--- src/include/regRead_macros.svh ---
// Size macros for the register-read stage: lanes, bypass buses, register file and checkpoints
`ifndef REGREAD_MACROS_SVH
`define REGREAD_MACROS_SVH

// Issue and writeback widths
`define RR_LANES      2   // Issue lanes entering the stage each cycle
`define RR_BYPASS     2   // Writeback buses feeding the bypass network

// Physical register file
`define RR_PHYS_REGS  64
`define RR_PHYS_LOG   6
`define RR_ARCH_REGS  32  // Entries that are ready out of reset
`define RR_DATA_W     32

// Branch checkpoints
`define RR_CKPTS      4
`define RR_CKPT_LOG   2

// Lane fields that only pass through the stage
`define RR_PAYLOAD_W  16

`endif
--- src/rtl/regReadPkg.sv ---
// Packed struct types shared by the register-read stage: tags, issue, bypass and exec packets
`include "regRead_macros.svh"

package regReadPkg;

  typedef logic [`RR_PHYS_LOG-1:0] physTag_t;
  typedef logic [`RR_DATA_W-1:0]   regData_t;
  typedef logic [`RR_CKPTS-1:0]    ckptMask_t;
  typedef logic [`RR_BYPASS-1:0]   operandSel_t;  // One hit bit per writeback bus

  typedef struct packed {
    logic                     valid;
    physTag_t                 srcTag1;
    physTag_t                 srcTag2;
    physTag_t                 destTag;
    ckptMask_t                mask;     // Unresolved branches this lane depends on
    logic [`RR_PAYLOAD_W-1:0] payload;
  } issuePkt_t;

  typedef struct packed {
    logic     valid;
    physTag_t destTag;
    regData_t data;
  } bypassPkt_t;

  // Used for both unmap and wakeup requests
  typedef struct packed {
    logic     valid;
    physTag_t tag;
  } tagUpdate_t;

  typedef struct packed {
    logic                    verified;
    logic                    mispredict;
    logic [`RR_CKPT_LOG-1:0] ckptId;
  } mispredictPkt_t;

  typedef struct packed {
    issuePkt_t issue;
    regData_t  data1;
    regData_t  data2;
  } execPkt_t;

endpackage

--- src/rtl/readyTable.sv ---
// Ready bits of the physical registers with unmap, wakeup and exception restore
`timescale 1ns/1ps
`include "regRead_macros.svh"

module readyTable (
  input  logic                     clk,
  input  logic                     arstN_i,
  input  regReadPkg::tagUpdate_t   unmap_i [`RR_LANES],
  input  regReadPkg::tagUpdate_t   wakeup_i [`RR_LANES],
  input  logic                     exception_i,
  output logic [`RR_PHYS_REGS-1:0] phyRegRdy_o
);

  // Architectural mappings hold committed values, the free registers hold nothing yet
  localparam logic [`RR_PHYS_REGS-1:0] RdyInit =
    {{(`RR_PHYS_REGS - `RR_ARCH_REGS){1'b0}}, {`RR_ARCH_REGS{1'b1}}};

  logic [`RR_PHYS_REGS-1:0] rdyQ;
  logic [`RR_PHYS_REGS-1:0] rdyNext;

  always_comb begin
    rdyNext = rdyQ;
    for (int l = 0; l < `RR_LANES; l++) begin
      if (unmap_i[l].valid) begin
        rdyNext[unmap_i[l].tag] = 1'b0;
      end
    end
    for (int l = 0; l < `RR_LANES; l++) begin  // Applied last so a wakeup beats an unmap
      if (wakeup_i[l].valid) begin
        rdyNext[wakeup_i[l].tag] = 1'b1;
      end
    end
  end

  always_ff @(posedge clk or negedge arstN_i) begin
    if (!arstN_i) begin
      rdyQ <= RdyInit;
    end else if (exception_i) begin
      rdyQ <= RdyInit;  // Back to the committed mapping
    end else begin
      rdyQ <= rdyNext;
    end
  end

  assign phyRegRdy_o = rdyQ;

endmodule

--- config.mk ---
export PLATFORM = sky130hd
export DESIGN_NAME = readyTable
export DESIGN_NICKNAME = d
export VERILOG_FILES = /design/src/rtl/regReadPkg.sv /design/src/rtl/readyTable.sv
export VERILOG_INCLUDE_DIRS = /design/src /design/src/include
export SDC_FILE = /design/constraint.sdc
export NUM_CORES = 1
export LEC_CHECK = 0
export BUFFER_PORTS_ARGS = -buffer_cell sky130_fd_sc_hd__buf_2
export CORE_MARGIN = 4
export CORE_UTILIZATION = 40
export CTS_CLUSTER_DIAMETER = 60
export DETAILED_ROUTE_END_ITERATION = 8
export PLACE_DENSITY = 0.71
export SYNTH_ARGS = -nofsm -noshare
export SYNTH_HDL_FRONTEND = slang
export SYNTH_SLANG_ARGS = --single-unit
--- constraint.sdc ---
create_clock -name clk -period 1.2 [get_ports clk]
set_input_delay 0.06 -clock clk [delete_from_list [all_inputs] [get_ports clk]]
set_output_delay 0.06 -clock clk [all_outputs]
set_load 0.02 [all_outputs]
* Yosys cells after proc, flatten, opt, wreduce, memory -nomap -nowiden
Cells that the tools add are included.
** Storage, ports and cells
- Bits in registers :: 64
- Word-level logic and storage cells :: 32
- Input port bits :: 31
- Output and inout bits :: 64
** Operators by class
- Bitwise gates (word level) :: 6
- Multiplexer cells :: 13
- Reduce and logical (&&, ||, !) cells :: 4
- Order comparisons :: 8
** Operators by type and width (number)
- $mux W64 :: 5
- $and A64 B64 Y64 :: 2
- $not A64 Y64 :: 2
- $or A64 B64 Y64 :: 2
- $lt A6 B7 Y1 const B :: 4
- $demux W1 S6 :: 4
- $ge A6 B1 Y1 const B :: 4
- $logic_and A1 B1 Y1 :: 4
- $mux W1 :: 4

* Longest topological paths before layout
- Depth in word-level cells :: 14
- Mapped depth :: 5
- Gate-level depth less buffers :: 3

* Worst setup path after synthesis
Ideal clock, no wire load.
- Path kind :: input port to flip-flop
- Start point :: in unmap_i[5] in the netlist's numbering
- End point :: reg rdyQ[7], in the netlist phyRegRdy_o[7]
- Data required time :: 1108 ps
- Cell stages on the path :: 5
- Library setup time :: 92 ps
- Path buffers :: 2
- Arrival time :: 1112 ps
- Setup slack :: -4 ps
- Cells stage by stage :: buf_4 > or4b_4 > buf_6 > o221ai_1 > o211ai_1
** Between the ends
- Longest elaborated chain between the ends :: 12
** Ends and longest elaborated chain
- start, declared :: RTL line readyTable.sv:8 : input regReadPkg::tagUpdate_t unmap_i [`RR_LANES],
- $lt A6 B7 Y1 (not written as such) / $ge A6 B1 Y1 (equally long branches) :: RTL line readyTable.sv:25 : rdyNext[unmap_i[l].tag] = 1'b0;
- $logic_and A1 B1 Y1 (not written as such) :: RTL line readyTable.sv:25
- $mux W1 (not written as such) :: RTL line readyTable.sv:25
- $demux W1 S6 * :: RTL line readyTable.sv:25
- $not A64 Y64 (no line) *
- $and A64 B64 Y64 (no line) *
- $mux W64 * :: RTL line readyTable.sv:24 : if (unmap_i[l].valid) begin
- $or A64 B64 Y64 (no line)
- $mux W64 * :: RTL line readyTable.sv:29 : if (wakeup_i[l].valid) begin
- $or A64 B64 Y64 (no line)
- $mux W64 * :: RTL line readyTable.sv:29
- $mux W64 * :: RTL line readyTable.sv:38 : end else if (exception_i) begin
- end signal, assigned :: RTL line readyTable.sv:37 : rdyQ <= RdyInit;
- end signal, assigned :: RTL line readyTable.sv:39 : rdyQ <= RdyInit;
- end signal, assigned :: RTL line readyTable.sv:41 : rdyQ <= rdyNext;
- end, declared :: RTL line readyTable.sv:18 : logic [`RR_PHYS_REGS-1:0] rdyQ;
Mark *: on every way between the ends. The rest lies on a longest branch, timed or not.

* Final worst setup path
- Start point :: reg rdyQ[25], in the netlist phyRegRdy_o[25]
- End point :: out phyRegRdy_o[25]
** RTL lines
- end, declared :: RTL line readyTable.sv:11 : output logic [`RR_PHYS_REGS-1:0] phyRegRdy_o
No word-level cell between the ends.

==> reports/metrics.cfg <==
[layout]
diodes = 0
multi_input_area_sq_um = 2760
final_cell_mix = 97 x buf_4, 94 x buf_2, 41 x a22oi_1
nFillCells = 1063
ff_latch_area_sq_um = 1640
drive_above_1_share_pct = 42.8
largest_register_ffs = 64
fin_nets = 654
syn_to_final_growth_pct = 30.1
fin_cells = 771
final_common_cell = buf_4
postLayoutCoreUtil_pct = 53.6

[clock_tree]
cts_setup_buffers = 0
clock_latency_ps = 340
clockBufferDepth = 2
htree_levels = 3
cts.repair.resized = 0
clkSinkCount = 64
clockRootBuffer = clkbuf_16
cts_tree = yes
path_clk_slew_ps = 60
cts_buffers = 9

[synth]
synth_area_leaders = dfstp_2 18%, dfrtp_1 17%, o221ai_1 6.6%, a22oi_1 6.5%, a21oi_1 3.4%
synth_compound_gate_area_share_pct = 27.5
synth_mux_area_share_pct = 0
seq_area_frac_synth_pct = 34.6
synth_fp_nets = 518
ys_ff_latch = 64
synth_top_cell_by_area = dfstp_2
synth_flop_cell = dfstp_2
synth-xor-area-share_pct = 0
synthArstFlopShare_pct = 100
avgSynthCellArea_sq_um = 9.74
ys_warn_count = 0
synth_top_family_by_area = simple AND/OR/NAND/NOR gates
syn_inst = 487
synthesis.area_sq_um = 4740
synth_edf_count = 0
synth_top_area_share_pct = 17.7
synthAdderAreaFrac_pct = 0
synth_simple_gate_area_share_pct = 30.8
synth_cell_type_count = 49

[sta]
relSlewSlack_pct = 59.6
fin_skew_ps = 0
period_share_pct = 92.5
hold_viol = 0
rsz0062_at_grt = no
slew_viol_final = 0
fmax_mhz = 901
worst_slew_pin_slew_ps = 603
setup_viol = 0
fin_ws_ps = 90.1
fin_crit_ps = 1110

[setup_path]
r2r_slack_ps = 350
critPathLaunch = phyRegRdy_o[25]
critPathKind = flop to output port
cp.required_ps = 1140
crit_fanout = 2
path_cells = buf_2
slowest_delay_ps = 540
cp_num_buf_inv = 1
crit_path_end_kind = output port
cp_slowest_cell = dfstp_2
r2r-start = phyRegRdy_o[1]
startpoint_type = flop
critical_path.top_delay_family = flip-flops
cp.arrival_ps = 1050

[routing]
drtAntennaViolNets = 0
wl_per_cell_microns = 23.3
first_iter_violations = 566
vias_per_cell = 6.84
drc_errors = 0
vias = 5271
drt-total-wl_mm = 17.9
firstDrtPassIters = 5

[global_routing]
overflow = 0
first_global_vias = 5025
grt_pass1_wl_mm = 27.5
grt-busiest-layer = met2
grt_max_degree = 65
grt_use_met2_pct = 40.2
met3_usage_pct = 6.74
antenna_found_initial = 0
globalRouteTotalUtil_pct = 26.2
grt_use_met1_pct = 35.9

[floorplan]
initial_utilization_pct = 41.2
ios = 95
row_count = 39
die_area_sq_um = 13700
coreArea_sq_um = 11500
die_height_microns = 117
die_w_microns = 117

[worst_hold_path]
hold_path_startpoint = wakeup_i[3]
min_path_type = input pin to flop

[placed_design]
pre_cts_ws_ps = -172
placed_cells = 754
gp_congestion = 0.905
portBuffers = 94
hpwl_mm = 13.4

[power_and_ir_drop]
fin_total_pwr_uw = 6000
power.density_nw_per_um2 = 972
peakVddDrop_v = 0.000522
p_leak_uw = 0.00236

[status]
status = finished, final reports clean

[run]
cap_viol_max_count = 0

-- per-layer routing --
| metal | share of wire (%) | routed length (microns) |
|---|---|---|
| met5 | 0 | 0 |
| met4 | 1.9 | 345 |
| met3 | 11 | 1980 |
| met2 | 46 | 8180 |
| met1 | 41 | 7440 |
-- stage by stage --
stage               setup TNS, ps  hold slack [ps]  cell area, sq um
CTS                             0              160              6170
global route                    0              184              6170
floorplan                   -12.6             -236              4740
detailed placement          -3730              107              5860
global placement            -2830              102              5860
finish                          0              165              6170
-- worst paths after layout --
kind | to | cells after the start
max in group asynchronous | phyRegRdy_o[5] | 3
min in group asynchronous | phyRegRdy_o[49] | 3
setup reg to reg | phyRegRdy_o[1] | 2
hold / removal | phyRegRdy_o[60] | 4
hold reg to reg | phyRegRdy_o[2] | 2
setup / recovery | phyRegRdy_o[25] | 1
-- cells by family after synthesis --
group           Yosys count
compound gates          178
simple gates            174
flops                    64
buf+inv                  71
-- cell type report --
cell class	count	share of cell area, %
clock buffers	9	3.65
clock inverters	7	1.18
multi-input cells	352	44.8
flip-flops and latches	64	26.6
well taps	143	2.90
repair buffers	196	20.9
-- power breakdown --
part	switching (uW)	total (uW)	leakage, uW	internal (uW)
combinational	660	1110	0.00144	446
clock	1060	2670	0.000141	1610
sequential	19.2	2220	0.000782	2200
-- cells in the mapped netlist (4+ instances only) --
master and instances:
a211o_1 16, and4bb_2 8, o21ai_0 7, dfrtp_1 32, clkbuf_1 34, a22oi_1 41, or3b_1 7, or3b_2 7
and4b_1 15, nor3b_2 6, nand4bb_1 5, nand3b_1 12, nand4b_1 18, nor3b_1 8, nand2_1 15, o211ai_1 4
and3b_1 7, buf_2 27, and4_1 5, a311o_1 7, dfstp_2 32, a21oi_1 32, nand3_1 7, nand4_1 10
or4bb_1 7, or4b_1 5, nand2b_1 6, a31oi_1 5, o221ai_1 36, o22ai_1 20
-- what timing repair did --
item	4_1_cts	5_1_grt
hold buffers	1	0
endpoints found under the hold margin	32	0
setup endpoints to repair	0	0
Power figures use the tool's default switching activity.
