--- config.mk ---
export PLATFORM = sky130hd
export DESIGN_NAME = operandMerge
export DESIGN_NICKNAME = d
export VERILOG_FILES = /design/src/rtl/regReadPkg.sv /design/src/rtl/operandMerge.sv
export VERILOG_INCLUDE_DIRS = /design/src /design/src/include
export SDC_FILE = /design/constraint.sdc
export NUM_CORES = 1
export LEC_CHECK = 0
export BUFFER_PORTS_ARGS = -buffer_cell sky130_fd_sc_hd__buf_2
export CELL_PAD_IN_SITES_DETAIL_PLACEMENT = 0
export CELL_PAD_IN_SITES_GLOBAL_PLACEMENT = 1
export CORE_AREA = 2 2 194 196
export DETAILED_ROUTE_END_ITERATION = 16
export DIE_AREA = 0 0 196 198
export GPL_TIMING_DRIVEN = 0
export PLACE_DENSITY_LB_ADDON = 0.1
export SLEW_MARGIN = 10
export SYNTH_ARGS = -nofsm -noshare
export SYNTH_HDL_FRONTEND = slang
export SYNTH_SLANG_ARGS = --single-unit
--- constraint.sdc ---
create_clock -name clk -period 0.8 [get_ports clk]
set_input_delay 0.08 -clock clk [delete_from_list [all_inputs] [get_ports clk]]
set_output_delay 0.08 -clock clk [all_outputs]
set_load 0.01 [all_outputs]
--- src/include/regRead_macros.svh ---
// Size macros for the register-read stage: lanes, bypass buses, register file and checkpoints
`ifndef REGREAD_MACROS_SVH
`define REGREAD_MACROS_SVH

// Issue and writeback widths
`define RR_LANES      2   // Issue lanes entering the stage each cycle
`define RR_BYPASS     2   // Writeback buses feeding the bypass network

// Physical register file
`define RR_PHYS_REGS  64
`define RR_PHYS_LOG   6
`define RR_ARCH_REGS  32  // Entries that are ready out of reset
`define RR_DATA_W     32

// Branch checkpoints
`define RR_CKPTS      4
`define RR_CKPT_LOG   2

// Lane fields that only pass through the stage
`define RR_PAYLOAD_W  16

`endif
--- src/rtl/regReadPkg.sv ---
// Packed struct types shared by the register-read stage: tags, issue, bypass and exec packets
`include "regRead_macros.svh"

package regReadPkg;

  typedef logic [`RR_PHYS_LOG-1:0] physTag_t;
  typedef logic [`RR_DATA_W-1:0]   regData_t;
  typedef logic [`RR_CKPTS-1:0]    ckptMask_t;
  typedef logic [`RR_BYPASS-1:0]   operandSel_t;  // One hit bit per writeback bus

  typedef struct packed {
    logic                     valid;
    physTag_t                 srcTag1;
    physTag_t                 srcTag2;
    physTag_t                 destTag;
    ckptMask_t                mask;     // Unresolved branches this lane depends on
    logic [`RR_PAYLOAD_W-1:0] payload;
  } issuePkt_t;

  typedef struct packed {
    logic     valid;
    physTag_t destTag;
    regData_t data;
  } bypassPkt_t;

  // Used for both unmap and wakeup requests
  typedef struct packed {
    logic     valid;
    physTag_t tag;
  } tagUpdate_t;

  typedef struct packed {
    logic                    verified;
    logic                    mispredict;
    logic [`RR_CKPT_LOG-1:0] ckptId;
  } mispredictPkt_t;

  typedef struct packed {
    issuePkt_t issue;
    regData_t  data1;
    regData_t  data2;
  } execPkt_t;

endpackage

--- src/rtl/operandMerge.sv ---
// Operand selection between bypass and register file, mispredict squash and output register
`timescale 1ns/1ps
`include "regRead_macros.svh"

module operandMerge (
  input  logic                       clk,
  input  logic                       arstN_i,
  input  regReadPkg::issuePkt_t      issue_i [`RR_LANES],
  input  regReadPkg::bypassPkt_t     bypass_i [`RR_BYPASS],
  input  regReadPkg::regData_t       rfData_i [`RR_LANES][2],
  input  regReadPkg::operandSel_t    srcSel_i [`RR_LANES][2],
  input  regReadPkg::mispredictPkt_t mispredict_i,
  output regReadPkg::execPkt_t       exec_o [`RR_LANES]
);

  regReadPkg::regData_t opData [`RR_LANES][2];
  regReadPkg::execPkt_t pktQ [`RR_LANES];
  logic [`RR_LANES-1:0] laneKill;
  logic [`RR_LANES-1:0] validQ;
  logic                 flushEvent;

  assign flushEvent = mispredict_i.verified & mispredict_i.mispredict;

  always_comb begin
    for (int l = 0; l < `RR_LANES; l++) begin
      for (int s = 0; s < 2; s++) begin
        opData[l][s] = rfData_i[l][s];  // Fall back to the stored value
        for (int b = 0; b < `RR_BYPASS; b++) begin
          if (srcSel_i[l][s][b]) begin
            opData[l][s] = bypass_i[b].data;
          end
        end
      end
      laneKill[l] = flushEvent && issue_i[l].mask[mispredict_i.ckptId];  // Younger than branch
    end
  end

  always_ff @(posedge clk or negedge arstN_i) begin
    if (!arstN_i) begin
      validQ <= '0;
    end else begin
      for (int l = 0; l < `RR_LANES; l++) begin
        validQ[l] <= issue_i[l].valid & ~laneKill[l];
      end
    end
  end

  always_ff @(posedge clk) begin
    for (int l = 0; l < `RR_LANES; l++) begin
      pktQ[l].issue <= issue_i[l];
      pktQ[l].data1 <= opData[l][0];
      pktQ[l].data2 <= opData[l][1];
    end
  end

  // The valid bit comes from the reset flop, the rest from the payload register
  always_comb begin
    for (int l = 0; l < `RR_LANES; l++) begin
      exec_o[l]             = pktQ[l];
      exec_o[l].issue.valid = validQ[l];
    end
  end

endmodule

## Word-level counts from Yosys, hierarchy flattened

Memories as Yosys holds them, arrays and structs flattened.
Cells that the tools add are included.

| storage, ports and cells | value |
|---|---|
| output and inout port bits | 206 |
| input port bits | 298 |
| memory bits (writable) | 206 |
| register bits after elaboration | 2 |
| logic and storage cells | 22 |
| memories | 1 |
| latch bits | 0 |
| memory bits (read-only) | 0 |

| operators by class | value |
|---|---|
| divide/modulo/power cells | 0 |
| multiplexer cells | 12 |
| reduce and logical (&&, ||, !) cells | 2 |
| multipliers | 0 |
| eq/ne operators | 0 |
| order comparisons | 1 |
| shift-type cells | 0 |
| bitwise operators | 5 |
| add/subtract/negate cells | 0 |

Memories:

| memory | depth | bits a word | rd ports | clocked after memory_dff | write ports | line | RTL |
|---|---|---|---|---|---|---|---|
| pktQ | 2 | 103 | 2 | 0 | 2 | operandMerge.sv:17 | `` regReadPkg::execPkt_t pktQ [`RR_LANES]; `` |

Operator list:

| cell | count |
|---|---|
| $mux W32 | 8 |
| $bmux W1 S2 | 2 |
| $and A1 B1 Y1 | 3 |
| $lt A2 B3 Y1 const B | 1 |
| $logic_and A1 B1 Y1 | 2 |
| $mux W1 | 2 |
| $not A1 Y1 | 2 |

## Logic depth before layout (Yosys ltp)

| depth | value |
|---|---|
| depth after elaboration | 5 |
| mapped depth | 4 |
| mapped depth without buffers | 2 |

## Least setup slack after synthesis

OpenSTA, ideal clock, no wires.

| timing | value |
|---|---|
| kind | input-to-reg |
| from | input srcSel_i[4] (netlist name) |
| to | memory pktQ[0][14] (netlist name) |
| setup slack | 92 ps |
| arrival | 592 ps |
| required time | 683 ps |
| stages | 4 |
| buffers on the path | 2 |
| library setup time | 117 ps |
| path through | buf_6 buf_12 mux2i_1 o21ai_2 |

RTL lines:

| item | line | RTL |
|---|---|---|
| from (decl) | operandMerge.sv:11 | `` input regReadPkg::operandSel_t srcSel_i [`RR_LANES][2], `` |
| to (decl) | operandMerge.sv:17 |  |

## Worst setup path after layout

| timing | value |
|---|---|
| from | register validQ[1] |
| to | output exec_o[102] (netlist name) |

RTL lines:

| item | line | RTL |
|---|---|---|
| from (decl) | operandMerge.sv:19 | `` logic [`RR_LANES-1:0] validQ; `` |
| from (signal, indexed assignment) | operandMerge.sv:43 | `validQ[l] <= issue_i[l].valid & ~laneKill[l];` |
| to (decl) | operandMerge.sv:13 | `` output regReadPkg::execPkt_t exec_o [`RR_LANES] `` |

No word-level cell between the ends.

==> metrics.md <==
| Metric | Value |
|---|---|
| Status | complete, but fails checks |
| Violated checks | setup timing |
| Core Area | 0.03696 mm² |
| Hold Path Sink | pktQ[1][61] |
| DR WL/cell | 19.00 µm |
| First DRT Iteration DRCs | 192 |
| Vias per std cell | 4.007 |
| Register area share after synthesis | 0.5861 |
| Pre-CTS WS | -551.5 ps |
| CTS max path bufs | 3 |
| Die width | 196 µm |
| Arrival time worst endpoint | 1040 ps |
| Worst VDD drop | 0.001403 V |
| Fin area | 0.01470 mm² |
| Total global-route track usage | 0.1809 |
| Drt pass-1 iters | 4 |
| Hold/Removal Path Class | in2reg |
| # nets final | 1,734 |
| Final Hold Fails | 0 |
| Max stage delay cell, worst path | dfrtp_1 |
| Worst-margin pin slew | 874.6 ps |
| Post-synthesis cell type count | 16 |
| DIE AREA | 0.03881 mm² |
| RSZ-0062 raised after global routing | yes |
| Port bufs | 480 |
| Startpoint types | flip-flop |
| FF+latch count, synth | 206 |
| # Max-Cap Violations | 0 |
| Crit Path Class | reg2out |
| # IOs | 504 |
| CP Buf/Inv Count | 1 |
| Max-slew violation count | 0 |
| Final Setup Violations | 206 |
| First-pass GRT wire length | 51,850 µm |
| Tot Pwr | 29.08 mW |
| Setup tns final | -52,630 ps |
| CTS tree | done |
| Worst slew margin | 0.4169 |
| Syn Nets | 941 |
| FP Rows | 71 |
| Reg clk slew, reported paths | 60 ps |
| Largest net degree at the start of global routing | 15 |
| WL final | 36,670 µm |
| Crit path time final | 1118 ps |
| H-tree depth | 1 |
| Post-Synthesis Cells | 643 |
| Post-DP HPWL | 25,930 µm |
| Post-CTS Setup Repair Bufs | 0 |
| Placed cell areas | 0.01005 mm² |
| CP required | 720 ps |
| Final worst slack | -318.2 ps |
| CP top delay family | flip-flops |
| Worst Hold Path Cells | 4 |
| Hold path startpoint | srcSel_i[2] |
| Worst path cell trace | buf_2 |
| Vias in the first global route | 8,286 |
| Clk sinks | 206 |
| Initial Utilization | 0.1909 |
| Syn. warnings | 0 |
| Period utilization | 1.398 |
| Number of buffers created by CTS | 27 |
| Worst setup EP type | output pin |
| Critical path fanouts, max | 1 |
| Max Freq | 0.8943 GHz |
| GRT Residual Overflow | 0 |
| Pleak | 7.020 nW |
| Layout cells sized above 1 | 0.4735 |
| Chip height | 198 µm |
| Vias | 7,734 |
| Post-Syn Area | 0.007053 mm² |
| Initial antenna violation count | 1 |
| PwrDens | 1978 mW/mm² |
| Root Driver | clkbuf_16 |
| Area grow syn2layout | 108.4% |
| Syn Area/Cell | 10.97 µm² |
| Worst path max stage delay | 350 ps |
| Final ANT Viol Nets | 0 |
| DRC errors left | 0 |
| RePlAce Congestion | 0.7329 |
[synthesized netlist by cell type]
cell      number  share of area
buf_4          3         0.0032
o21ai_1      117          0.083
mux2i_1      132           0.19
o221a_2        2         0.0032
buf_12        12          0.034
clkbuf_2       1        0.00071
nand3b_1       1         0.0011
nand3_1        1        0.00071
clkbuf_1       6         0.0032
buf_2         19          0.013
dfxtp_1      204           0.58
o21ai_2        3         0.0037
dfrtp_1        2         0.0071
o21ai_0        8         0.0057
nand2_1      128          0.068
buf_6          4         0.0064
[sequential cells by signal (all words and copies together) (netlist names)]
name / flops
validQ: 2
pktQ: 204
[report_power, final]
| group | switching [mW] | leakage, nW | internal (mW) |
|---|---|---|---|
| Clock | 4.89 | 0.431 | 7.12 |
| Combinational | 2.43 | 4.84 | 3.18 |
| Sequential | 0.297 | 1.75 | 11.2 |
[worst max-delay path by stage]
stage	from	depth (start not counted)	endpoint	slack [ps]
after floorplan	srcSel_i[4]	4	pktQ[0][14]	90
after global placement	srcSel_i[3]	3	pktQ[1][51]	-530
after detailed placement	srcSel_i[3]	3	pktQ[1][51]	-550
after CTS	validQ[1]	1	exec_o[102]	-360
after global routing	validQ[1]	1	exec_o[102]	-370
final	validQ[1]	1	exec_o[102]	-320
[per-stage QoR]
stage	hold WS, ps	util	cells
finish	22.45	0.3978	1930
global route	31.88	0.3978	1930
CTS	-16.83	0.3883	1930
detailed placement	-131.1	0.2719	1597
global placement	-129.6	0.2719	1597
floorplan	-215.6	-	643
[kinds of logic after synthesis]
| kind of cell | Yosys count | share of synthesized area |
|---|---|---|
| flip-flops | 206 | 0.5861 |
| multiplexers | 132 | 0.1873 |
| AO/OA/AOI/OAI | 130 | 0.09562 |
| AND/OR/NAND/NOR | 130 | 0.06989 |
| buffers and inverters | 45 | 0.06102 |
[tightest hold or removal path: stages]
cell and delay [ps]:
buf_6 110, buf_12 160, mux2i_1 80, o21ai_1 100
[placed cells by master (no fill, tap or decap), types with 2 or more instances in the layout]
cell type | synthesis | layout
o221a_2 | 2 | 2
clkbuf_8 | 0 | 6
mux2i_1 | 132 | 132
dfrtp_1 | 2 | 2
nand2_1 | 128 | 128
o21ai_2 | 3 | 3
o21ai_1 | 117 | 117
buf_4 | 3 | 3
dfxtp_1 | 204 | 81
clkinv_2 | 0 | 4
clkbuf_16 | 0 | 27
o21ai_0 | 8 | 8
buf_6 | 4 | 128
clkbuf_1 | 6 | 12
buf_12 | 12 | 12
dfxtp_2 | 0 | 123
dlygate4sd3_1 | 0 | 283
buf_2 | 19 | 375
[layer usage]
| metal | vias to the layer above | global-route usage | share of wire |
|---|---|---|---|
| met5 | - | 0 | 0 |
| li1 | 3780 | - | - |
| met3 | 44 | 0.05093 | 0.072 |
| met1 | 3592 | 0.2077 | 0.40 |
| met2 | 318 | 0.3324 | 0.50 |
| met4 | 0 | 0.04040 | 0.019 |
[final cells by class]
cell class | instances | area, µm²
buffer | 45 | 430.4
timing repair buffer | 764 | 6023
clock inverter | 9 | 95.09
sequential | 206 | 4288
clock buffer | 39 | 780.7
antenna | 1 | 2.502
fill | 3787 | 22250
tap | 474 | 593.1
multi-input combinational | 392 | 2489
[what timing repair did]
action,4_1_cts,5_1_grt
resized for setup,177,105
pin swaps,0,0
endpoints found under the hold margin,208,0
hold buffers,285,0
setup endpoints to repair,206,210
Power figures use the tool's default switching activity.
