--- src/include/regRead_macros.svh ---
// Size macros for the register-read stage: lanes, bypass buses, register file and checkpoints
`ifndef REGREAD_MACROS_SVH
`define REGREAD_MACROS_SVH

// Issue and writeback widths
`define RR_LANES      2   // Issue lanes entering the stage each cycle
`define RR_BYPASS     2   // Writeback buses feeding the bypass network

// Physical register file
`define RR_PHYS_REGS  64
`define RR_PHYS_LOG   6
`define RR_ARCH_REGS  32  // Entries that are ready out of reset
`define RR_DATA_W     32

// Branch checkpoints
`define RR_CKPTS      4
`define RR_CKPT_LOG   2

// Lane fields that only pass through the stage
`define RR_PAYLOAD_W  16

`endif
--- src/rtl/regReadPkg.sv ---
// Packed struct types shared by the register-read stage: tags, issue, bypass and exec packets
`include "regRead_macros.svh"

package regReadPkg;

  typedef logic [`RR_PHYS_LOG-1:0] physTag_t;
  typedef logic [`RR_DATA_W-1:0]   regData_t;
  typedef logic [`RR_CKPTS-1:0]    ckptMask_t;
  typedef logic [`RR_BYPASS-1:0]   operandSel_t;  // One hit bit per writeback bus

  typedef struct packed {
    logic                     valid;
    physTag_t                 srcTag1;
    physTag_t                 srcTag2;
    physTag_t                 destTag;
    ckptMask_t                mask;     // Unresolved branches this lane depends on
    logic [`RR_PAYLOAD_W-1:0] payload;
  } issuePkt_t;

  typedef struct packed {
    logic     valid;
    physTag_t destTag;
    regData_t data;
  } bypassPkt_t;

  // Used for both unmap and wakeup requests
  typedef struct packed {
    logic     valid;
    physTag_t tag;
  } tagUpdate_t;

  typedef struct packed {
    logic                    verified;
    logic                    mispredict;
    logic [`RR_CKPT_LOG-1:0] ckptId;
  } mispredictPkt_t;

  typedef struct packed {
    issuePkt_t issue;
    regData_t  data1;
    regData_t  data2;
  } execPkt_t;

endpackage

--- src/rtl/bypassMatch.sv ---
// Bypass tag comparators producing per-source hit vectors for the operand mux
`timescale 1ns/1ps
`include "regRead_macros.svh"

module bypassMatch (
  input  regReadPkg::issuePkt_t   issue_i [`RR_LANES],
  input  regReadPkg::bypassPkt_t  bypass_i [`RR_BYPASS],
  output regReadPkg::operandSel_t srcSel_o [`RR_LANES][2]
);

  regReadPkg::physTag_t srcTag [`RR_LANES][2];

  always_comb begin
    for (int l = 0; l < `RR_LANES; l++) begin
      srcTag[l][0] = issue_i[l].srcTag1;
      srcTag[l][1] = issue_i[l].srcTag2;
    end
  end

  // Recovery only blocks the register write, forwarding still happens
  always_comb begin
    for (int l = 0; l < `RR_LANES; l++) begin
      for (int s = 0; s < 2; s++) begin
        for (int b = 0; b < `RR_BYPASS; b++) begin
          srcSel_o[l][s][b] = bypass_i[b].valid && (srcTag[l][s] == bypass_i[b].destTag);
        end
      end
    end
  end

  // The operand mux downstream assumes a single hit per source
  always_comb begin
    for (int l = 0; l < `RR_LANES; l++) begin
      for (int s = 0; s < 2; s++) begin
        assert ($onehot0(srcSel_o[l][s]))
          else $error("Lane %0d source %0d hits several bypass buses", l, s + 1);
      end
    end
  end

endmodule

--- config.mk ---
export PLATFORM = sky130hd
export DESIGN_NAME = bypassMatch
export DESIGN_NICKNAME = d
export VERILOG_FILES = /design/src/rtl/regReadPkg.sv /design/src/rtl/bypassMatch.sv
export VERILOG_INCLUDE_DIRS = /design/src /design/src/include
export SDC_FILE = /design/constraint.sdc
export NUM_CORES = 1
export LEC_CHECK = 0
export BUFFER_PORTS_ARGS = -buffer_cell sky130_fd_sc_hd__buf_2
export CORE_AREA = 5 5 81 46
export DETAILED_ROUTE_END_ITERATION = 7
export DIE_AREA = 0 0 86 51
export PLACE_DENSITY_LB_ADDON = 0.15
export SETUP_SLACK_MARGIN = 0.05
export SLEW_MARGIN = 0
export SYNTH_ARGS = -nofsm -noshare
export SYNTH_HDL_FRONTEND = slang
export SYNTH_SLANG_ARGS = --single-unit
export TNS_END_PERCENT = 30
--- constraint.sdc ---
create_clock -name vclk -period 0.89
set_input_delay 0.1335 -clock vclk [all_inputs]
set_output_delay 0.1335 -clock vclk [all_outputs]
set_load 0.1 [all_outputs]
# Word-level counts from Yosys, hierarchy flattened
# Index checks and enable logic that the tools add are counted.
word_totals:
  inputBits: 156
  register_bits: 0
classes:
  reduce_logical: 8
  eq_ne: 8
ops:
  columns: ["cell", "count"]
  rows:
  - ["== test 6 bit", 8]
  - ["logical AND 1 bit", 8]

# Logic depth before layout (Yosys ltp)
# Gate-level depths: netlist of run 1.
logic_depth:
  ltp_word: 2
  depth_mapped: 4

# Least setup slack after synthesis of run 1
# Ideal clock, no wire load.
synth_path:
  path_type: "in2out"
  startpoint: "in bypass_i[71] (netlist name)"
  endpoint: "out srcSel_o[0] (netlist name)"
  arrival_ns: 2.170
  stages: 4
  path_slack_ns: -1.414
  n_path_buf: 1
  required_time_ns: 0.757
  path_cell_list: "clkbuf_2 > xnor2_1 > nand4_1 > nor4_2"
synth_rtl:
  columns: ["element", "line_no", "text"]
  rows:
  - ["start, declared", "bypassMatch.sv:7", "input regReadPkg::bypassPkt_t bypass_i [`RR_BYPASS],"]
  - ["end, declared", "bypassMatch.sv:8", "output regReadPkg::operandSel_t srcSel_o [`RR_LANES][2]"]

==> results_tabular.tex, run 1 <==
\begin{tabular}{lr}
\hline
Metric & Value \\
\hline
\multicolumn{2}{l}{\textbf{Job}} \\
\quad Max cap viols & 0 \\
\multicolumn{2}{l}{\textbf{Routing}} \\
\quad Post-detailed-route via-to-cell ratio & between 4 and 5 \\
\quad Overall via count from detail\_route & roughly 640 \\
\quad 1st-iter DRT viols & 5 \\
\quad Drt wl/cell & $\sim$16 um \\
\quad Total iterations of the first detailed-routing run & 3 \\
\quad Remaining design rule violation count & 0 \\
\quad WL final & about 2400 um \\
\quad DRT antenna net count & 0 \\
\multicolumn{2}{l}{\textbf{Global routing}} \\
\quad Met1 Track Usage GR & 0.150 \\
\quad Total grt overflow & 0 \\
\quad Met3 capacity usage during global routing & 0.0257 \\
\quad Wire length of the first global-routing pass & between 3000 and 4000 um \\
\quad Vias in the first global route & about 760 \\
\quad Total global routing track utilization & 0.109 \\
\quad Antenna violations before repair & 0 \\
\quad Largest net degree at the start of global routing & 5 \\
\quad Layer with the highest usage & met2 \\
\quad Met2 routing resource usage after global routing & 0.185 \\
\multicolumn{2}{l}{\textbf{Synthesis}} \\
\quad Yosys cell types & 5 \\
\quad Area of the mapped netlist & a little under 600 um2 \\
\quad Gate count after technology mapping & 68 \\
\quad Mean Syn Cell Area & 8.68 um2 \\
\quad Sequential share of the synthesized area & 0 \\
\quad Synthesis warning total & 0 \\
\quad Nets in the synthesized netlist & between 200 and 250 \\
\multicolumn{2}{l}{\textbf{Placement}} \\
\quad GP Congestion & a little under 0.7 \\
\quad Area of placed instances & roughly 1000 um2 \\
\quad Number of I/O port buffers & between 40 and 50 \\
\multicolumn{2}{l}{\textbf{Die}} \\
\quad I/O pin count & approximately 160 \\
\quad Die outline area & $\sim$4400 um2 \\
\quad Width of the die & $\sim$86 um \\
\quad Core ar. & 2890 um2 \\
\quad Number of core rows & 14 \\
\quad Initial core utilization & 0.204 \\
\quad Vertical extent of the die & between 50 and 60 um \\
\multicolumn{2}{l}{\textbf{Layout}} \\
\quad Flip-flop and latch area & 0 um2 \\
\quad Antenna cells & 0 \\
\quad Most common cell after layout, fill and taps aside & xor2\_1 \\
\quad Final instance area & around 1300 um2 \\
\quad P\&R area growth vs syn & 114\% \\
\quad Commonest non-fill, non-tap cells in the layout & xor2\_1 (23), buf\_2 (20), xnor2\_2 (13), buf\_6 (13), xnor2\_1 (11) \\
\quad Final layout net count & approximately 270 \\
\quad Fillcell total & about 290 \\
\quad Fraction of layout instances using a drive strength above 1 & 0.618 \\
\quad Clock Buffer Count & 0 \\
\quad Total area of multi-input combinational cells & about 750 um2 \\
\quad Fin util & 0.437 \\
\quad Layout sequential cell count & 0 \\
\multicolumn{2}{l}{\textbf{Worst setup path}} \\
\quad Biggest fanout along the worst timing path & 2 \\
\quad Arr. time, crit path & $\sim$1100 ps \\
\quad Start-to-end type of the worst setup path & primary input to output pin \\
\quad Startpoint type of the worst setup path & primary input \\
\quad Type of element capturing the critical path & output pin \\
\quad Required time at the worst-slack endpoint & around 760 ps \\
\multicolumn{2}{l}{\textbf{STA}} \\
\quad Unrepaired setup endpoints after global routing & yes \\
\quad Worst slew margin relative to its limit & 0.798 \\
\quad Final-report max-slew violation count & 0 \\
\quad Fmax & just over 800 MHz \\
\quad Worst Max-Slew Pin Slew & around 300 ps \\
\quad \# setup viols final & 8 \\
\quad Post-layout worst setup margin & -338 ps \\
\quad Final clock period utilization by the worst path & 1.38 \\
\quad Final hold violation count & 0 \\
\quad Period minus WS final & 1230 ps \\
\multicolumn{2}{l}{\textbf{Status}} \\
\quad Violations in the final reports & setup timing \\
\quad Result of the run & finished, violations left \\
\multicolumn{2}{l}{\textbf{Min path}} \\
\quad Hold crit path type & primary input to output pin \\
\multicolumn{2}{l}{\textbf{Power}} \\
\quad Maximum VDD drop & between 150 and 200 uV \\
\quad Leak pwr & a little over 0.5 nW \\
\quad Power density cells & between 400 and 500 nW/um2 \\
\hline
\end{tabular}
-- repair_timing --
| item | 4_1_cts | 5_1_grt |
|---|---|---|
| gates resized for setup | 28 | 25 |
| pin swaps | 7 | 12 |
| setup endpoints to repair | 8 | 8 |
| setup buffers | 0 | 0 |
| hold buffers | 0 | 0 |
-- layout make-up --
cell class / instances / share of cell area
Multi-Input combinational cell: 64 / 0.591
Tap cell: 40 / 0.0396
Timing Repair Buffer: 46 / 0.370
-- synth_stat cells --
library cell  number  area share
clkbuf_2           4       0.034
nand4_1            8       0.085
nor4_2             8        0.17
xnor2_1           24        0.36
xor2_1            24        0.36
-- per-stage QoR --
stage	setup WS (ps)	instances	power (mW)	hold slack [ps]	setup TNS, ps
after floorplan	-798	68	0.299	496	-6340
after global placement	-327	150	0.489	722	-2500
after detailed placement	-356	150	0.496	728	-2500
after CTS	-327	150	0.555	727	-2400
final	-338	150	0.607	728	-2240
after global routing	-403	150	0.652	747	-2720
-- worst max-delay path, cell delays in order --
cell	delay [ps]
buf_8	100
xnor2_2	160
nand4_1	180
nor4_4	300
buf_12	210
-- per-layer routing --
metal | wire length [um] | vias up | share of wire
met5 | 0 | - | 0
met4 | 0 | 0 | 0
met3 | 196 | 0 | 0.080
met2 | 1170 | 21 | 0.48
met1 | 1080 | 299 | 0.44
li1 | - | 322 | -
-- report_power, final --
| part | total, mW | internal, mW | switching, mW |
|---|---|---|---|
| logic | 0.607 | 0.297 | 0.310 |
| clock network | 0 | 0 | 0 |
| registers | 0 | 0 | 0 |
-- final timing paths --
check | from | to | slack [ps] | cells after the start
hold / removal | bypass_i[77] | srcSel_o[0] | 730 | 4
setup / recovery | issue_i[68] | srcSel_o[5] | -340 | 5
-- cell families (layout without fill, tap and decap cells) --
| logic type | Yosys count | in the layout | synth area share |
|---|---|---|---|
| xor+xnor | 48 | 48 | 0.712 |
| buf+inv | 4 | 46 | 0.0339 |
| simple gates | 16 | 16 | 0.254 |
(Power assumes the default switching activity.)
==> run 2: changes to the inputs <==
CORE_AREA = 5 5 60 62   (was 5 5 81 46)
DIE_AREA = 0 0 65 67   (was 0 0 86 51)
GPL_TIMING_DRIVEN = 0   (was not set)
==> run 2 against run 1 <==
Effect of this change:
- the run still ends with setup timing left
- total power down 5.4%
- cell count fell by 4.7%
- critical path depth did not move
- flip-flop and latch count unchanged
- non-clock buffer count stayed put
- sequential share of layout area stayed put
- combinational power shrank 5.4%
- fmax down 1.9%
- first-iteration DRC count up 100%
- critical path type unchanged
==> results_tabular.tex, run 2 (synthesized netlist as in run 1, its figures left out) <==
\begin{tabular}{lr}
\hline
Metric & Value \\
\hline
\multicolumn{2}{l}{\textbf{Power}} \\
\quad Fraction of power consumed by the clock network & 0 (unchanged) \\
\quad Maximum VDD drop & 177 uV (-3.8\%) \\
\quad Total chip power & 0.574 mW (-5.4\%) \\
\quad Combinational fraction of design power & 1.000 (about the same) \\
\quad Switching Fraction & 0.524 (+0.0128) \\
\quad Leak pwr & 0.471 nW (-7.2\%) \\
\quad Internal power of the cells & 0.273 mW (-7.9\%) \\
\quad Portion of total power attributed to sequential cells & 0 (unchanged) \\
\quad Switching power of the nets & 0.301 mW (-3.1\%) \\
\quad Power density cells & 503 nW/um2 (+4.6\%) \\
\multicolumn{2}{l}{\textbf{Routing}} \\
\quad DRT antenna net count & 0 (unchanged) \\
\quad Overall via count from detail\_route & 633 (-1.4\%) \\
\quad Drt wl/cell & 16.7 um (+2.1\%) \\
\quad Post-detailed-route via-to-cell ratio & 4.43 (+3.4\%) \\
\quad 1st-iter DRT viols & 10 (+5) \\
\quad WL final & 2380 um (-2.7\%) \\
\quad Remaining design rule violation count & 0 (unchanged) \\
\quad Total iterations of the first detailed-routing run & 2 (-1) \\
\multicolumn{2}{l}{\textbf{Layout}} \\
\quad Non-filler cells in the finished layout & 143 (-4.7\%) \\
\quad Layout sequential cell count & 0 (unchanged) \\
\quad Final layout net count & 268 (unchanged) \\
\quad Fillcell total & 304 (+5.2\%) \\
\quad P\&R area growth vs syn & 93.2\% \\
\quad Fraction of layout instances using a drive strength above 1 & 0.582 (-0.0364) \\
\quad Final instance area & 1140 um2 (-9.6\%) \\
\quad Flip-flop and latch area & 0 um2 (unchanged) \\
\quad Clock Buffer Count & 0 (unchanged) \\
\quad Antenna cells & 0 (unchanged) \\
\quad Commonest non-fill, non-tap cells in the layout & xor2\_1 (24), buf\_2 (24), buf\_6 (16) \\
\multicolumn{2}{l}{\textbf{STA}} \\
\quad Worst slew margin relative to its limit & 0.806 (+0.00788) \\
\quad \# setup viols final & 8 (unchanged) \\
\quad Final clock period utilization by the worst path & 1.41 (+0.0274) \\
\quad Final hold violation count & 0 (unchanged) \\
\quad Unrepaired setup endpoints after global routing & yes \\
\quad Period minus WS final & 1250 ps (+24.4 ps) \\
\quad Post-layout worst setup margin & -362 ps (-24.4 ps) \\
\quad Final-report max-slew violation count & 0 (unchanged) \\
\quad Worst Max-Slew Pin Slew & 290 ps (-11.8 ps) \\
\quad Setup TNS Final & -2390 ps (-154 ps) \\
\quad Fmax & 799 MHz (-1.9\%) \\
\multicolumn{2}{l}{\textbf{Status}} \\
\quad Violations in the final reports & setup timing \\
\quad Result of the run & finished, violations left \\
\multicolumn{2}{l}{\textbf{Placement}} \\
\quad Count of placed standard cells including taps & 143 (-4.7\%) \\
\quad Area of placed instances & 912 um2 (-12\%) \\
\quad Number of I/O port buffers & 42 (-8.7\%) \\
\quad GP Congestion & 0.760 (+9.6\%) \\
\multicolumn{2}{l}{\textbf{Worst setup path}} \\
\quad Required time at the worst-slack endpoint & 760 ps (about the same) \\
\quad Biggest fanout along the worst timing path & 2 (unchanged) \\
\quad Startpoint of the most critical setup path & issue\_i[74] \\
\quad Arr. time, crit path & 1120 ps (+30 ps) \\
\quad Startpoint type of the worst setup path & primary input \\
\quad Worst Setup EP & srcSel\_o[6] \\
\quad Start-to-end type of the worst setup path & primary input to output pin \\
\quad Type of element capturing the critical path & output pin \\
\multicolumn{2}{l}{\textbf{Die}} \\
\quad Core ar. & 2980 um2 (+3.0\%) \\
\quad Number of core rows & 20 (+6) \\
\quad Die outline area & 4360 um2 (-0.71\%) \\
\quad Initial core utilization & 0.198 (-0.00601) \\
\quad I/O pin count & 164 (unchanged) \\
\quad Vertical extent of the die & 67 um (+31\%) \\
\quad Width of the die & 65 um (-24\%) \\
\multicolumn{2}{l}{\textbf{Global routing}} \\
\quad Total global routing track utilization & 0.112 (+0.00241) \\
\quad Total grt overflow & 0 (unchanged) \\
\quad Antenna violations before repair & 0 (unchanged) \\
\quad Largest net degree at the start of global routing & 5 (unchanged) \\
\quad Vias in the first global route & 765 (+1.3\%) \\
\quad Wire length of the first global-routing pass & 3750 um (unchanged) \\
\multicolumn{2}{l}{\textbf{Min path}} \\
\quad HP Start & bypass\_i[38] \\
\quad Hold crit path type & primary input to output pin \\
\multicolumn{2}{l}{\textbf{Clock tree}} \\
\quad Number of buffers inserted by hold repair at cts & 0 (unchanged) \\
\quad Total setup buffers inserted after CTS & 0 (unchanged) \\
\multicolumn{2}{l}{\textbf{Job}} \\
\quad Max cap viols & 0 (unchanged) \\
\hline
\end{tabular}
[run 2: metal layers]
metal  vias up  wire (um)  track usage
met4         0          0       0.0106
met3         0        282       0.0438
li1        316          -            -
met5         -          0            0
met2        37        972        0.162
met1       280       1130        0.158
[run 2: area by class of cell]
cell class                 count  area [um2]  share of cell area
timing repair buffer          42         323               0.283
multi-input combinational     64         716               0.627
tap                           33        41.3              0.0362
buffer                         4        61.3              0.0537
[run 2: critical path, stage by stage]
cell and delay (ps):
buf_6 110, xnor2_2 160, nand4_1 190, nor4_4 270, buf_6 260
[run 2: how the worst min path moves through the flow]
stage | endpoint | slack (ps) | depth (start not counted)
global route | srcSel_o[1] | 770 | 4
CTS | srcSel_o[1] | 740 | 4
global placement | srcSel_o[0] | 850 | 4
floorplan | srcSel_o[0] | 500 | 2
detailed placement | srcSel_o[0] | 850 | 4
finish | srcSel_o[1] | 740 | 4
[run 2: per-stage QoR]
stage	hold slack, ps	util	worst slack [ps]
2_1_floorplan	496	-	-798
3_3_place_gp	853	0.306	-553
3_5_place_dp	849	0.306	-550
4_1_cts	742	0.353	-358
5_1_grt	773	0.383	-417
6_report	744	0.383	-362
[run 2: power by group through the flow]
stage / Sequential (mW) / Clock, mW / Combinational [mW]
floorplan: 0 / 0 / 0.299
global placement: 0 / 0 / 0.473
detailed placement: 0 / 0 / 0.480
CTS: 0 / 0 / 0.532
global route: 0 / 0 / 0.618
finish: 0 / 0 / 0.574
[run 2: what timing repair did]
item | CTS | global route
pin swaps | 10 | 14
endpoints found under the setup margin | 8 | 8
resized for setup | 35 | 25
